[src/rtl/keccak_pkg.sv]
package keccak_pkg;

  // Wishbone classic request, driven by the master
  typedef struct packed {
    logic        cyc;
    logic        stb;
    logic        we;
    logic [7:0]  adr;  // Byte address
    logic [31:0] dat;
    logic [3:0]  sel;
  } wb_req_t;

  typedef struct packed {
    logic        ack;
    logic [31:0] dat;
  } wb_rsp_t;

  typedef logic [31:0] msg_word_t;  // Byte 0 in bits 7:0

  typedef struct packed {
    logic        busy;
    logic [63:0] digest;
  } sponge_status_t;

  // 25 lanes of 8 bits, lane index x + 5*y
  typedef logic [24:0][7:0] keccak_state_t;

  // Register byte offsets
  localparam logic [7:0] ADDR_CTRL      = 8'h00;
  localparam logic [7:0] ADDR_STATUS    = 8'h04;
  localparam logic [7:0] ADDR_MSG       = 8'h08;
  localparam logic [7:0] ADDR_DIGEST_LO = 8'h0C;
  localparam logic [7:0] ADDR_DIGEST_HI = 8'h10;

  localparam int NUM_ROUNDS = 18;
  localparam int RATE_WORDS = 2;

  // Low byte of the Keccak round constants, entry 17 first
  localparam logic [NUM_ROUNDS-1:0][7:0] ROUND_CONST = {
    8'h80, 8'h02, 8'h03, 8'h89, 8'h8B, 8'h8B, 8'h0A, 8'h09, 8'h88,
    8'h8A, 8'h09, 8'h81, 8'h01, 8'h8B, 8'h00, 8'h8A, 8'h82, 8'h01
  };

  // Rho offsets mod 8, lane 24 first
  localparam logic [24:0][2:0] RHO_OFFSETS = {
    3'd6, 3'd0, 3'd5, 3'd2, 3'd2,
    3'd0, 3'd5, 3'd7, 3'd5, 3'd1,
    3'd7, 3'd1, 3'd3, 3'd2, 3'd3,
    3'd4, 3'd7, 3'd6, 3'd4, 3'd4,
    3'd3, 3'd4, 3'd6, 3'd1, 3'd0
  };

endpackage

[src/rtl/keccak_ctrl.sv]
`timescale 1ns/10ps

module keccak_ctrl #(
  parameter int FIFO_DEPTH = 4
) (
  input  logic                clk,
  input  logic                reset_n,
  input  keccak_pkg::wb_req_t bus_req_i,
  output keccak_pkg::wb_rsp_t bus_rsp_o,
  output logic                busy_o
);

  import keccak_pkg::*;

  logic           push;
  msg_word_t      push_word;
  logic           pop;
  msg_word_t      pop_word;
  logic           fifo_full;
  logic           fifo_empty;
  logic           init;
  sponge_status_t status;

  // Bus side, producer of message words
  wb_reg_slave wb_reg_slave_inst (
    .clk          (clk),
    .reset_n      (reset_n),
    .bus_req_i    (bus_req_i),
    .bus_rsp_o    (bus_rsp_o),
    .fifo_full_i  (fifo_full),
    .fifo_empty_i (fifo_empty),
    .push_o       (push),
    .push_word_o  (push_word),
    .init_o       (init),
    .status_i     (status)
  );

  msg_fifo #(
    .FIFO_DEPTH (FIFO_DEPTH)
  ) msg_fifo_inst (
    .clk         (clk),
    .reset_n     (reset_n),
    .push_i      (push),
    .push_word_i (push_word),
    .pop_i       (pop),
    .pop_word_o  (pop_word),
    .full_o      (fifo_full),
    .empty_o     (fifo_empty)
  );

  keccak_sponge_core keccak_sponge_core_inst (
    .clk      (clk),
    .reset_n  (reset_n),
    .word_i   (pop_word),
    .empty_i  (fifo_empty),
    .pop_o    (pop),
    .init_i   (init),
    .status_o (status)
  );

  assign busy_o = status.busy | ~fifo_empty;  // Queued words count as busy

endmodule

[src/rtl/keccak_sponge_core.sv]
`timescale 1ns/10ps

module keccak_sponge_core (
  input  logic                       clk,
  input  logic                       reset_n,
  input  keccak_pkg::msg_word_t      word_i,
  input  logic                       empty_i,
  output logic                       pop_o,
  input  logic                       init_i,
  output keccak_pkg::sponge_status_t status_o
);

  import keccak_pkg::*;

  localparam int RATE_BYTES = RATE_WORDS * 4;

  typedef enum logic [1:0] {
    IDLE,
    ABSORB1,
    PERMUTE
  } fsm_e;

  fsm_e          fsm_q;
  logic [4:0]    round_q;
  keccak_state_t st_q;
  logic          last_round;

  // ====================================================================
  // Keccak-f[200] round
  // ====================================================================

  function automatic logic [7:0] rotl8(logic [7:0] v, logic [2:0] n);
    return (v << n) | (v >> (8 - int'(n)));  // Shift by 8 gives zero for n = 0
  endfunction

  function automatic keccak_state_t keccak_round(keccak_state_t a, logic [4:0] rnd);
    logic [4:0][7:0] c;
    logic [4:0][7:0] d;
    keccak_state_t   b;
    keccak_state_t   r;
    // Theta
    for (int x = 0; x < 5; x++) begin
      c[x] = a[x] ^ a[x + 5] ^ a[x + 10] ^ a[x + 15] ^ a[x + 20];  // Column parity
    end
    for (int x = 0; x < 5; x++) begin
      d[x] = c[(x + 4) % 5] ^ rotl8(c[(x + 1) % 5], 3'd1);
    end
    for (int y = 0; y < 5; y++) begin
      for (int x = 0; x < 5; x++) begin
        a[x + 5 * y] = a[x + 5 * y] ^ d[x];
      end
    end
    // Rho and pi
    for (int y = 0; y < 5; y++) begin
      for (int x = 0; x < 5; x++) begin
        b[y + 5 * ((2 * x + 3 * y) % 5)] = rotl8(a[x + 5 * y], RHO_OFFSETS[x + 5 * y]);
      end
    end
    // Chi
    for (int y = 0; y < 5; y++) begin
      for (int x = 0; x < 5; x++) begin
        r[x + 5 * y] = b[x + 5 * y] ^
                       (~b[(x + 1) % 5 + 5 * y] & b[(x + 2) % 5 + 5 * y]);
      end
    end
    r[0] = r[0] ^ ROUND_CONST[rnd];  // Iota
    return r;
  endfunction

  // ====================================================================
  // Absorb and permute control
  // ====================================================================

  assign last_round = (round_q == 5'(NUM_ROUNDS - 1));

  // Init wins over a pop in the same idle cycle
  always_comb begin
    case (fsm_q)
      IDLE:    pop_o = ~init_i & ~empty_i;
      ABSORB1: pop_o = ~empty_i;
      default: pop_o = 1'b0;
    endcase
  end

  always_ff @(posedge clk or negedge reset_n) begin
    if (!reset_n) begin
      fsm_q   <= IDLE;
      round_q <= '0;
      st_q    <= '0;
    end else begin
      case (fsm_q)
        IDLE: begin
          if (init_i) begin
            st_q <= '0;
          end else if (!empty_i) begin
            st_q[3:0] <= st_q[3:0] ^ word_i;  // Word 0 into bytes 0..3
            fsm_q     <= ABSORB1;
          end
        end
        ABSORB1: begin
          if (!empty_i) begin
            st_q[7:4] <= st_q[7:4] ^ word_i;  // Word 1 into bytes 4..7
            round_q   <= '0;
            fsm_q     <= PERMUTE;
          end
        end
        PERMUTE: begin
          st_q    <= keccak_round(st_q, round_q);
          round_q <= round_q + 1'b1;
          if (last_round) begin
            fsm_q <= IDLE;
          end
        end
        default: fsm_q <= IDLE;
      endcase
    end
  end

  // Digest is the live rate part, stable while idle
  assign status_o.busy   = (fsm_q != IDLE);
  assign status_o.digest = st_q[RATE_BYTES-1:0];

endmodule

[src/rtl/msg_fifo.sv]
`timescale 1ns/10ps

module msg_fifo #(
  parameter int FIFO_DEPTH = 4
) (
  input  logic                  clk,
  input  logic                  reset_n,
  input  logic                  push_i,
  input  keccak_pkg::msg_word_t push_word_i,
  input  logic                  pop_i,
  output keccak_pkg::msg_word_t pop_word_o,
  output logic                  full_o,
  output logic                  empty_o
);

  import keccak_pkg::*;

  localparam int PTR_W = (FIFO_DEPTH > 1) ? $clog2(FIFO_DEPTH) : 1;
  localparam int CNT_W = $clog2(FIFO_DEPTH + 1);

  msg_word_t        mem [FIFO_DEPTH];
  logic [PTR_W-1:0] wr_ptr_q;
  logic [PTR_W-1:0] rd_ptr_q;
  logic [CNT_W-1:0] count_q;

  always_ff @(posedge clk) begin
    if (push_i) begin
      mem[wr_ptr_q] <= push_word_i;
    end
  end

  always_ff @(posedge clk or negedge reset_n) begin
    if (!reset_n) begin
      wr_ptr_q <= '0;
      rd_ptr_q <= '0;
      count_q  <= '0;
    end else begin
      if (push_i) begin
        wr_ptr_q <= (wr_ptr_q == PTR_W'(FIFO_DEPTH - 1)) ? '0 : wr_ptr_q + 1'b1;
      end
      if (pop_i) begin
        rd_ptr_q <= (rd_ptr_q == PTR_W'(FIFO_DEPTH - 1)) ? '0 : rd_ptr_q + 1'b1;
      end
      // Count unchanged on a push and pop together
      if (push_i && !pop_i) begin
        count_q <= count_q + 1'b1;
      end else if (pop_i && !push_i) begin
        count_q <= count_q - 1'b1;
      end
    end
  end

  assign pop_word_o = mem[rd_ptr_q];  // Head word, valid while not empty
  assign full_o     = (count_q == CNT_W'(FIFO_DEPTH));
  assign empty_o    = (count_q == '0);

endmodule

[src/rtl/wb_reg_slave.sv]
`timescale 1ns/10ps

module wb_reg_slave (
  input  logic                       clk,
  input  logic                       reset_n,
  input  keccak_pkg::wb_req_t        bus_req_i,
  output keccak_pkg::wb_rsp_t        bus_rsp_o,
  input  logic                       fifo_full_i,
  input  logic                       fifo_empty_i,
  output logic                       push_o,
  output keccak_pkg::msg_word_t      push_word_o,
  output logic                       init_o,
  input  keccak_pkg::sponge_status_t status_i
);

  import keccak_pkg::*;

  logic        ack_q;
  logic        ack_d;
  logic [31:0] rdata_q;
  logic [31:0] rd_mux;
  logic        req_valid;
  logic        msg_wr;
  logic        msg_stall;
  logic        busy_bit;

  // ====================================================================
  // Request decode
  // ====================================================================

  // A request is new until its ack has been returned
  assign req_valid = bus_req_i.cyc & bus_req_i.stb & ~ack_q;

  assign msg_wr    = req_valid & bus_req_i.we & (bus_req_i.adr == ADDR_MSG);
  assign msg_stall = msg_wr & fifo_full_i;  // Ack held back while the FIFO is full

  assign ack_d = req_valid & ~msg_stall;

  // Partial MSG writes are acked but never reach the FIFO
  assign push_o      = msg_wr & ~fifo_full_i & (bus_req_i.sel == 4'hF);
  assign push_word_o = bus_req_i.dat;

  // One-cycle pulse since the request is no longer new in the ack cycle
  assign init_o = req_valid & bus_req_i.we & (bus_req_i.adr == ADDR_CTRL) &
                  bus_req_i.sel[0] & bus_req_i.dat[0];

  // Covers words still queued as well as the block in flight
  assign busy_bit = status_i.busy | ~fifo_empty_i;

  // ====================================================================
  // Read data
  // ====================================================================

  always_comb begin
    case (bus_req_i.adr)
      ADDR_STATUS:    rd_mux = {29'b0, fifo_empty_i, fifo_full_i, busy_bit};
      ADDR_DIGEST_LO: rd_mux = status_i.digest[31:0];
      ADDR_DIGEST_HI: rd_mux = status_i.digest[63:32];
      default:        rd_mux = 32'b0;  // CTRL, MSG and unmapped
    endcase
  end

  always_ff @(posedge clk or negedge reset_n) begin
    if (!reset_n) begin
      ack_q <= 1'b0;
    end else begin
      ack_q <= ack_d;
    end
  end

  // Data valid alongside ack
  always_ff @(posedge clk) begin
    if (ack_d) begin
      rdata_q <= bus_req_i.we ? 32'b0 : rd_mux;
    end
  end

  assign bus_rsp_o.ack = ack_q;
  assign bus_rsp_o.dat = rdata_q;

endmodule

[config.mk]
export PLATFORM = sky130hd
export DESIGN_NAME = keccak_ctrl
export DESIGN_NICKNAME = d
export VERILOG_FILES = /design/src/rtl/keccak_pkg.sv /design/src/rtl/keccak_ctrl.sv /design/src/rtl/keccak_sponge_core.sv /design/src/rtl/msg_fifo.sv /design/src/rtl/wb_reg_slave.sv
export SDC_FILE = /design/constraint.sdc
export NUM_CORES = 1
export LEC_CHECK = 0
export ABC_CLOCK_PERIOD_IN_PS = 3000
export BUFFER_PORTS_ARGS = -buffer_cell sky130_fd_sc_hd__buf_2
export CAP_MARGIN = 10
export CORE_MARGIN = 3
export CORE_UTILIZATION = 55
export CTS_BUF_LIST = sky130_fd_sc_hd__clkbuf_16
export DETAILED_ROUTE_END_ITERATION = 7
export GPL_TIMING_DRIVEN = 0
export PLACE_DENSITY_LB_ADDON = 0.25
export SYNTH_ARGS = -nofsm -noshare
export SYNTH_HDL_FRONTEND = slang
export SYNTH_SLANG_ARGS = --single-unit
[constraint.sdc]
create_clock -name clk -period 3 [get_ports clk]
set_input_delay 0.3 -clock clk [delete_from_list [all_inputs] [get_ports clk]]
set_output_delay 0.3 -clock clk [all_outputs]
set_load 0.05 [all_outputs]
==> qor.yml, run 1 <==
status: "finished, violations left"
violations: "setup timing"
firstDrtPassIters: 5
fin_crit_sh_pct: 101
final_nets: 2308
clk_latency_ns: 0.59
crit_start: "keccak_sponge_core_inst.status_o[55]$_DFFE_PN0P_"
synth_edf_count: 160
drt_wl_total_um: 87600
clk_pin_slew_ns: 0.06
critPathCapture: "keccak_sponge_core_inst.st_q[93]$_DFFE_PN0P_"
core_um2: 45500
ys_ff_latch: 375
drc: 0
cp-end-kind: "flip-flop"
fin_ws_ns: -0.0262
slowest_stage: "xnor3_1"
grt_pass1_vias: 17400
hold_path.class: "in2reg"
finClkSkew_ns: 0.0221
avgSynthCellArea_um2: 12.5
setup_violations: 1
vias: 18100
busiest_layer: "met2"
tightest_slew_ns: 1.06
routed_via_density: 6.28
ant_nets: 0
dp_hpwl_um: 65400
r2r_start: "keccak_sponge_core_inst.status_o[55]$_DFFE_PN0P_"
r2r_setup_slack_ns: -0.03
startpoint_type: "flip-flop"
slowest_delay_ns: 0.63
routedWlPerCell_um: 30.5
stdcell_area_um2: 29000
maxCapViolCount: 0
grt.total_usage_pct: 36.2
grt_overflow: 0
grt_max_degree: 92
drt-initial-drc-count: 2176
start_util_pct: 55.8
netlist_area_um2: 25400
met3_usage_pct: 11.0
ys_warn_count: 0
drv_slew: 0
hold_violations: 0
r2r_end: "keccak_sponge_core_inst.st_q[93]$_DFFE_PN0P_"
ios: 83
portBuffers: 82
synth_cell_types: 57
antenna_found_initial: 0
ys.flop_type: "dfrtp_1"
area_growth_pct: 14.4
synth_cells: 2032
gp_congestion: 1.03
ys_seq_area_share_pct: 40.2
cp_max_fo: 10
clockBufferDepth: 3
cts-root-buf: "clkbuf_16"
met1_usage_pct: 49.8
rr_worst_depth: 5
cpLargestDelayFamily: "XOR/XNOR gates"
fin_crit_ns: 3.03
cp.required_ns: 3.45
rows: 78
cts_made_buffers: 42
timing.critical_path.cells: "xnor3_1, xnor2_4, xnor3_1, xnor2_1, o21ai_1"
async_flop_share_pct: 57.3
finish.utilization_pct: 63.8
grt_pass1_wl_um: 123000
tritoncts: "built"
cp_common_cell: "xnor3_1"
synth_nets: 2097
maxSlewHeadroom_pct: 29.3
die-area_um2: 48700
dpl_cell_area_um2: 26600
die_w_um: 221
criticalPathCategory: "reg2reg"
cts_sinks: 375
die_y_um: 221
fmax_mhz: 330
critPathArrivalTime_ns: 3.48
grtUsageMet2_pct: 54.0
critPathBufInv: 0
critical_path_depth: 5
h-tree-depth: 2
final_layout_size_suffix_gt1_share_pct: 15.3
cell families (layout without fill, tap and decap cells):
family	Yosys count	in the layout	synth area share, %
multiplexers	35	35	2.97
buffers and inverters	127	369	2.02
AO/OA/AOI/OAI	390	390	9.32
other	0	1	0
AND/OR/NAND/NOR	561	561	11.0
flip-flops	375	375	40.2
adder cells (fa/ha/maj)	16	16	0.819
XOR/XNOR	528	528	33.7
metrics by stage:
step	TNS [ns]	hold slack [ns]	setup WS [ns]	instances
2_1_floorplan	0	0.00441	0.0509	2032
3_3_place_gp	-701.81	0.475	-2.53	2714
3_5_place_dp	-104.17	0.229	-0.966	2716
4_1_cts	0	0.196	0.00441	2844
5_1_grt	-0.00301	0.189	-0.00301	2874
6_report	-0.0262	0.189	-0.0262	2875
layout make-up:
type | instances | area [um^2]
Fill cell | 3576 | 16500
Multi-Input combinational cell | 1530 | 14800
Sequential cell | 375 | 10200
Timing Repair Buffer | 168 | 1310
Clock buffer | 42 | 1050
Tap cell | 600 | 751
Buffer | 116 | 499
Clock inverter | 33 | 362
Inverter | 10 | 37.5
Antenna cell | 1 | 2.50
state kept, by name, indices dropped and copies added, names as in the netlist:
name / count
keccak_sponge_core_inst.fsm_q: 2
keccak_sponge_core_inst.round_q: 5
keccak_sponge_core_inst.st_q: 136
keccak_sponge_core_inst.status_o: 64
msg_fifo_inst.count_q: 3
msg_fifo_inst.mem: 128
msg_fifo_inst.rd_ptr_q: 2
msg_fifo_inst.wr_ptr_q: 2
wb_reg_slave_inst.ack_q: 1
wb_reg_slave_inst.rdata_q: 32
layer usage:
| metal | vias up | wire [um] |
|---|---|---|
| li1 | 7657 | - |
| met1 | 9112 | 34400 |
| met2 | 1086 | 38300 |
| met3 | 206 | 10600 |
| met4 | 0 | 4260 |
| met5 | - | 0 |
how the worst min path moves through the flow:
stage	end	depth (start not counted)	start	slack [ns]
after floorplan	keccak_sponge_core_inst.fsm_q[0]$_DFFE_PN0P_	0	reset_n	0.004
after global routing	msg_fifo_inst.wr_ptr_q[0]$_DFFE_PN0P_	5	bus_req_i[0]	0.19
after detailed placement	keccak_sponge_core_inst.st_q[191]$_DFFE_PN0P_	1	reset_n	0.23
after CTS	keccak_sponge_core_inst.st_q[191]$_DFFE_PN0P_	2	reset_n	0.20
final	msg_fifo_inst.wr_ptr_q[0]$_DFFE_PN0P_	5	bus_req_i[2]	0.19
after global placement	msg_fifo_inst.count_q[2]$_DFFE_PN0P_	1	msg_fifo_inst.count_q[2]$_DFFE_PN0P_	0.48
worst reg2reg max path, delay by kind of cell, from the launching register on:
| kind | cells | cell delay [ns] |
|---|---|---|
| xor gates and xnor gates | 4 | 2.30 |
| DFF | 1 | 0.48 |
| AOI/OAI and AO/OA | 1 | 0.11 |
layout by cell type, fill, tap and decap left out, types with 48 or more instances in the layout:
master,instances
xnor3_1,222
dfrtp_1,215
nand2_1,201
xnor2_1,176
edfxtp_1,160
o21ai_1,125
nor2_1,116
buf_2,107
o21ai_0,85
clkbuf_1,70
xor2_1,69
nor2b_1,67
a21oi_1,48
what timing repair did:
item / in CTS / in global routing
gates cloned: 0 / 0
hold endpoints to repair: 168 / 0
pin swaps: 6 / 7
endpoints found under the setup margin: 126 / 220
setup buffers: 21 / 30
hold buffers: 33 / 0
gates resized for setup: 19 / 33
synth_stat cells (4+ instances only):
cell	instances	area, um^2
a21oi_1	48	240
a22o_1	30	263
a22oi_1	32	240
a2bb2oi_1	28	245
and2_1	6	37.5
buf_2	25	125
clkbuf_1	88	330
dfrtp_1	215	5380
edfxtp_1	160	4800
ha_1	15	188
inv_1	10	37.5
mux4_2	32	721
nand2_1	201	754
nand2b_1	40	250
nand3_1	7	35.0
nand3b_1	32	240
nor2_1	116	435
nor2b_1	67	419
nor2b_2	4	35.0
nor3_1	37	185
nor3b_1	33	248
o211ai_1	33	248
o21ai_0	85	425
o21ai_1	125	626
xnor2_1	178	1560
xnor2_2	13	211
xnor2_4	27	743
xnor3_1	222	5000
xnor3_2	6	143
xor2_1	70	613
xor3_1	11	262
Power of run 1 is left out: the tool's default activity adds up to more than one toggle a clock period on the data nets, which glitch-free logic cannot reach.
==> inputs of run 2 (changes only) <==
--- a/config.mk
+++ b/config.mk
@@ -8,8 +8,7 @@
 export ABC_CLOCK_PERIOD_IN_PS = 3000
 export BUFFER_PORTS_ARGS = -buffer_cell sky130_fd_sc_hd__buf_2
 export CAP_MARGIN = 10
-export CORE_MARGIN = 3
-export CORE_UTILIZATION = 55
+export CORE_UTILIZATION = 50
 export CTS_BUF_LIST = sky130_fd_sc_hd__clkbuf_16
 export DETAILED_ROUTE_END_ITERATION = 7
 export GPL_TIMING_DRIVEN = 0
==> constraint.sdc (replaced) <==
create_clock -name clk -period 3 [get_ports clk]
set_input_delay 0.3 -clock clk [delete_from_list [all_inputs] [get_ports clk]]
set_output_delay 0.3 -clock clk [all_outputs]
set_load 0.005 [all_outputs]
==> qor.yml, run 2 (synthesis gave the netlist of run 1 again) <==
final.setup.tns_ns: -0.122
fin_crit_sh_pct: 102
grt_max_degree: 110
cts_made_buffers: 44
clk_latency_ns: 0.60
h-tree-depth: 2
fin_hold_ws_ns: 0.0724
maxCapViolCount: 0
gp_congestion: 0.969
final_nets: 2326
dpl_cell_area_um2: 26700
slowest_delay_ns: 0.61
grt_pass1_wl_um: 124000
routedWlPerCell_um: 29.4
top_register: "keccak_sponge_core_inst.st_q"
drv_slew: 0
cp-end-kind: "flip-flop"
critPathBufInv: 0
final_common_cell: "xnor3_1"
rows: 82
cpLargestDelayFamily: "XOR/XNOR gates"
stdcell_area_um2: 29400
drt-initial-drc-count: 2315
core_um2: 50100
startpoint_type: "flip-flop"
fin_crit_ns: 3.07
grt.total_usage_pct: 34.5
die_y_um: 227
cp.required_ns: 3.46
finish.utilization_pct: 58.7
final_cell_mix: "xnor3_1 (222), dfrtp_1 (214), nand2_1 (201), xnor2_1 (177), edfxtp_1 (160)"
maxSlewHeadroom_pct: 32.4
area_growth_pct: 15.9
setup_violations: 4
rsz0062_at_grt: "no"
criticalPathCategory: "reg2reg"
tightest_slew_ns: 1.01
grt_overflow: 0
cts-root-buf: "clkbuf_16"
r2r_start: "keccak_sponge_core_inst.status_o[42]$_DFFE_PN0P_"
drc: 0
status: "finished, violations left"
grt_pass1_vias: 17300
hold_path.class: "in2async"
slowest_stage: "dfrtp_1"
die_w_um: 227
finClkSkew_ns: 0.0251
vias: 18200
start_util_pct: 50.6
ant_nets: 0
clk_pin_slew_ns: 0.06
die-area_um2: 51600
antenna_found_initial: 1
cp_common_cell: "xnor3_1"
fmax_mhz: 326
fin_ws_ns: -0.0697
fillers: 4072
largest_reg_flops: 136
cts_sinks: 375
firstDrtPassIters: 7
cp_max_fo: 10
final_layout_size_suffix_gt1_share_pct: 15.5
tritoncts: "built"
dp_hpwl_um: 64600
hold_violations: 0
clockBufferDepth: 3
drt_wl_total_um: 87300
ios: 83
violations: "setup timing"
critPathArrivalTime_ns: 3.53
routed_via_density: 6.14
portBuffers: 82
crit_start: "keccak_sponge_core_inst.status_o[42]$_DFFE_PN0P_"
timing.critical_path.cells: "xnor3_1, xnor2_4, xnor3_1, nor2_1, xor2_1, o21ai_1"
run 2: changes by cell type in the layout (fill, tap and decap cells not counted), moves of 4 or more:
cell / before / now
buf_12: 10 / 15
buf_4: 42 / 53
clkbuf_1: 70 / 76
clkbuf_2: 13 / 9
clkinv_2: 5 / 10
clkinvlp_4: 8 / 2
inv_1: 14 / 18
xnor2_2: 7 / 3
run 2: worst register-to-register path: cells and delay by family (launching register included):
| kind | cells | cell delay (ns) |
|---|---|---|
| AO/OA/AOI/OAI | 1 | 0.11 |
| XOR/XNOR | 4 | 2.08 |
| flip-flops | 1 | 0.61 |
| AND/OR/NAND/NOR | 1 | 0.14 |
run 2: metal layers:
| layer | up-vias | track usage (%) | part of all wire (%) |
|---|---|---|---|
| met5 | - | 0 | 0 |
| met4 | 0 | 14.3 | 4.6 |
| met3 | 199 | 6.87 | 10 |
| met2 | 1038 | 53.1 | 45 |
| met1 | 9294 | 48.0 | 40 |
| li1 | 7704 | - | - |
run 2: path summary, 6_finish.rpt:
kind                                                              endpoint  slack (ns)  cells past startpoint
max in group asynchronous  keccak_sponge_core_inst.status_o[3]$_DFFE_PN0P_        1.62                      4
hold / removal                keccak_sponge_core_inst.st_q[98]$_DFFE_PN0P_        0.07                      2
hold reg to reg               keccak_sponge_core_inst.st_q[70]$_DFFE_PN0P_        0.53                      2
setup reg to reg              keccak_sponge_core_inst.st_q[79]$_DFFE_PN0P_       -0.07                      6
min in group clk                     msg_fifo_inst.wr_ptr_q[0]$_DFFE_PN0P_        0.19                      5
setup / recovery              keccak_sponge_core_inst.st_q[79]$_DFFE_PN0P_       -0.07                      6
run 2: metrics by stage:
| stage | setup slack [ns] | std cells |
|---|---|---|
| final | -0.0697 | 2970 |
| after global routing | 0.00157 | 2968 |
| after CTS | 0.00488 | 2922 |
| after detailed placement | -0.734 | 2789 |
| after global placement | -2.58 | 2786 |
| after floorplan | 0.0509 | 2032 |
run 2: cell type report:
type,instances,area [um^2],share of cell area (%)
Inverter,10,37.5,0.128
Multi-Input combinational cell,1530,14900,50.6
Timing Repair Buffer,184,1500,5.09
Tap cell,672,841,2.86
Clock inverter,36,345,1.18
Clock buffer,45,1130,3.83
Sequential cell,375,10200,34.7
Antenna cell,2,5.00,0.0170
Buffer,116,490,1.67
run 2: timing repair:
item,in CTS,in global routing
setup endpoints to repair,89,199
hold buffers,33,0
buffers inserted,20,46
pin swaps,6,11
hold endpoints to repair,237,0
resized for setup,20,23
Power of run 2 is left out for the same reason.
==> inputs of run 3 (changes only) <==
--- a/config.mk
+++ b/config.mk
@@ -5,6 +5,7 @@
 export SDC_FILE = /design/constraint.sdc
 export NUM_CORES = 1
 export LEC_CHECK = 0
+export ABC_AREA = 1
 export ABC_CLOCK_PERIOD_IN_PS = 3000
 export BUFFER_PORTS_ARGS = -buffer_cell sky130_fd_sc_hd__buf_2
 export CAP_MARGIN = 10
==> qor.yml, run 3 <==
status: "finished, violations left"
violations: "setup timing"
firstDrtPassIters: 7
critPathArrivalTime_ns: 3.51
grtUsageMet2_pct: 68.6
r2r_end: "keccak_sponge_core_inst.st_q[126]$_DFFE_PN0P_"
synth_common_cells: "nand2_1 (1622), nand3_1 (402), xor2_1 (313)"
final_common_cell: "nand2_1"
die-area_um2: 54400
synth_cell_types: 38
rsz0062_at_grt: "yes"
hold_path.class: "in2reg"
cp_max_fo: 10
r2r_start: "keccak_sponge_core_inst.status_o[9]$_DFFE_PN0P_"
grt.total_usage_pct: 47.7
largest_reg_flops: 136
routed_via_density: 5.95
ant_nets: 0
drt-initial-drc-count: 4041
stdcell_count: 4748
diodes: 0
clockBufferDepth: 3
ys_warn_count: 0
ys_seq_area_share_pct: 38.1
fillers: 5051
tightest_slew_ns: 0.931
cp.required_ns: 3.48
placed_cells_incl_taps: 4635
die_w_um: 233
portBuffers: 82
antenna_found_initial: 3
top_register: "keccak_sponge_core_inst.st_q"
grt_overflow: 0
finish.utilization_pct: 57.2
routedWlPerCell_um: 27.5
r2r_setup_slack_ns: -0.03
drv_slew: 0
cp_common_cell: "nand2_1"
ys_ff_latch: 375
fin_crit_ns: 3.03
setup_violations: 3
final_nets: 4091
timing.critical_path.cells: "inv_1, nand2_1, nand2_1, nand2_1, nand2_1, nand2_1, nand2_1, nand2_1, nand2_4, xor2_4, nand2_1, nand2_1, nand2_1, o22ai_1"
tritoncts: "built"
clk_latency_ns: 0.62
cts_made_buffers: 44
drc: 0
startpoint_type: "flip-flop"
synth_cells: 3859
criticalPathCategory: "reg2reg"
gp_congestion: 1.12
async_flop_share_pct: 57.3
met1_usage_pct: 59.8
area_growth_pct: 12.8
synth_nets: 3924
grt_max_degree: 92
cts-root-buf: "clkbuf_16"
synth_area_leaders: "nand2_1 (23%), dfrtp_1 (20%), edfxtp_1 (18%)"
busiest_layer: "met2"
slowest_stage: "dfrtp_1"
finClkSkew_ns: 0.0331
avgSynthCellArea_um2: 6.93
slowest_delay_ns: 0.50
grt_pass1_wl_um: 179000
clk_pin_slew_ns: 0.07
vias: 28300
critPathCapture: "keccak_sponge_core_inst.st_q[126]$_DFFE_PN0P_"
synth_edf_count: 160
seq_area_um2: 10200
hold_violations: 0
fmax_mhz: 330
die_y_um: 233
drt_wl_total_um: 131000
fin_ws_ns: -0.0264
final_cell_mix: "nand2_1 (1617), nand3_1 (399), xor2_1 (300), inv_1 (294), dfrtp_1 (214)"
netlist_area_um2: 26800
crit_start: "keccak_sponge_core_inst.status_o[9]$_DFFE_PN0P_"
fin_crit_sh_pct: 101
core_um2: 52800
dp_hpwl_um: 104000
maxCapViolCount: 0
yosys.area.top_type: "nand2_1"
synth.most_common_cell: "nand2_1"
ios: 83
cts_sinks: 375
maxSlewHeadroom_pct: 37.9
met3_usage_pct: 13.9
multi_input_area_um2: 15000
netlist.area_leader.share_pct: 22.8
final_layout_size_suffix_gt1_share_pct: 8.23
cp-end-kind: "flip-flop"
h-tree-depth: 2
ys.flop_type: "dfrtp_1"
rr_worst_depth: 14
rows: 84
start_util_pct: 50.7
grt_pass1_vias: 25000
run 3: cell families after synthesis:
group / share of synthesized area [%]
xor+xnor: 11.6
mux: 0.0421
buf+inv: 6.80
fa+ha+maj: 0.776
flops: 38.1
compound gates: 8.02
simple gates: 34.7
run 3: worst min path at each step:
stage | endpoint | startpoint | cells after the start
2_1_floorplan | keccak_sponge_core_inst.fsm_q[0]$_DFFE_PN0P_ | reset_n | 0
3_3_place_gp | msg_fifo_inst.mem[1][15]$_DFFE_PP_ | bus_req_i[19] | 1
3_5_place_dp | keccak_sponge_core_inst.st_q[93]$_DFFE_PN0P_ | reset_n | 1
4_1_cts | wb_reg_slave_inst.rdata_q[2]$_SDFFCE_PP0P_ | bus_req_i[44] | 4
5_1_grt | wb_reg_slave_inst.rdata_q[2]$_SDFFCE_PP0P_ | bus_req_i[44] | 4
6_report | wb_reg_slave_inst.rdata_q[2]$_SDFFCE_PP0P_ | bus_req_i[44] | 4
run 3: area by class of cell:
type | count | area share (%)
Clock inverter | 36 | 1.11
Inverter | 291 | 3.63
Buffer | 148 | 2.38
Timing Repair Buffer | 124 | 3.08
Sequential cell | 375 | 33.8
Tap cell | 688 | 2.85
Multi-Input combinational cell | 3042 | 49.5
Clock buffer | 44 | 3.65
run 3: what timing repair did:
action / 4_1_cts / 5_1_grt
hold buffers: 33 / 0
endpoints found under the setup margin: 6 / 44
buffers inserted: 0 / 2
endpoints found under the hold margin: 187 / 0
resized for setup: 5 / 28
run 3: worst max-delay path: cells and delay by family (launching register included):
family	cells	cell delay, ns
AND/OR/NAND/NOR	11	1.51
XOR/XNOR	1	0.34
flip-flops	1	0.50
AO/OA/AOI/OAI	1	0.23
buffers and inverters	1	0.31
run 3: per-stage QoR:
step | area (um^2) | setup WS [ns] | setup TNS, ns | hold WS, ns
floorplan | 26800 | -0.0211 | -2.70 | 0.00441
finish | 30200 | -0.0264 | -0.0511 | 0.140
global placement | 28000 | -2.82 | -762.24 | 0.513
CTS | 30000 | 0.0106 | 0 | 0.121
global route | 30200 | -0.0270 | -0.0367 | 0.155
detailed placement | 28200 | -0.372 | -0.940 | 0.285
run 3: routing by layer:
metal / share of wire [%] / wire (um) / up-vias
li1: - / - / 12700
met1: 37 / 47900 / 13000
met2: 41 / 53500 / 2045
met3: 13 / 17300 / 459
met4: 9.2 / 12000 / 6
met5: 0.031 / 41 / -
Power of run 3 is left out for the same reason.
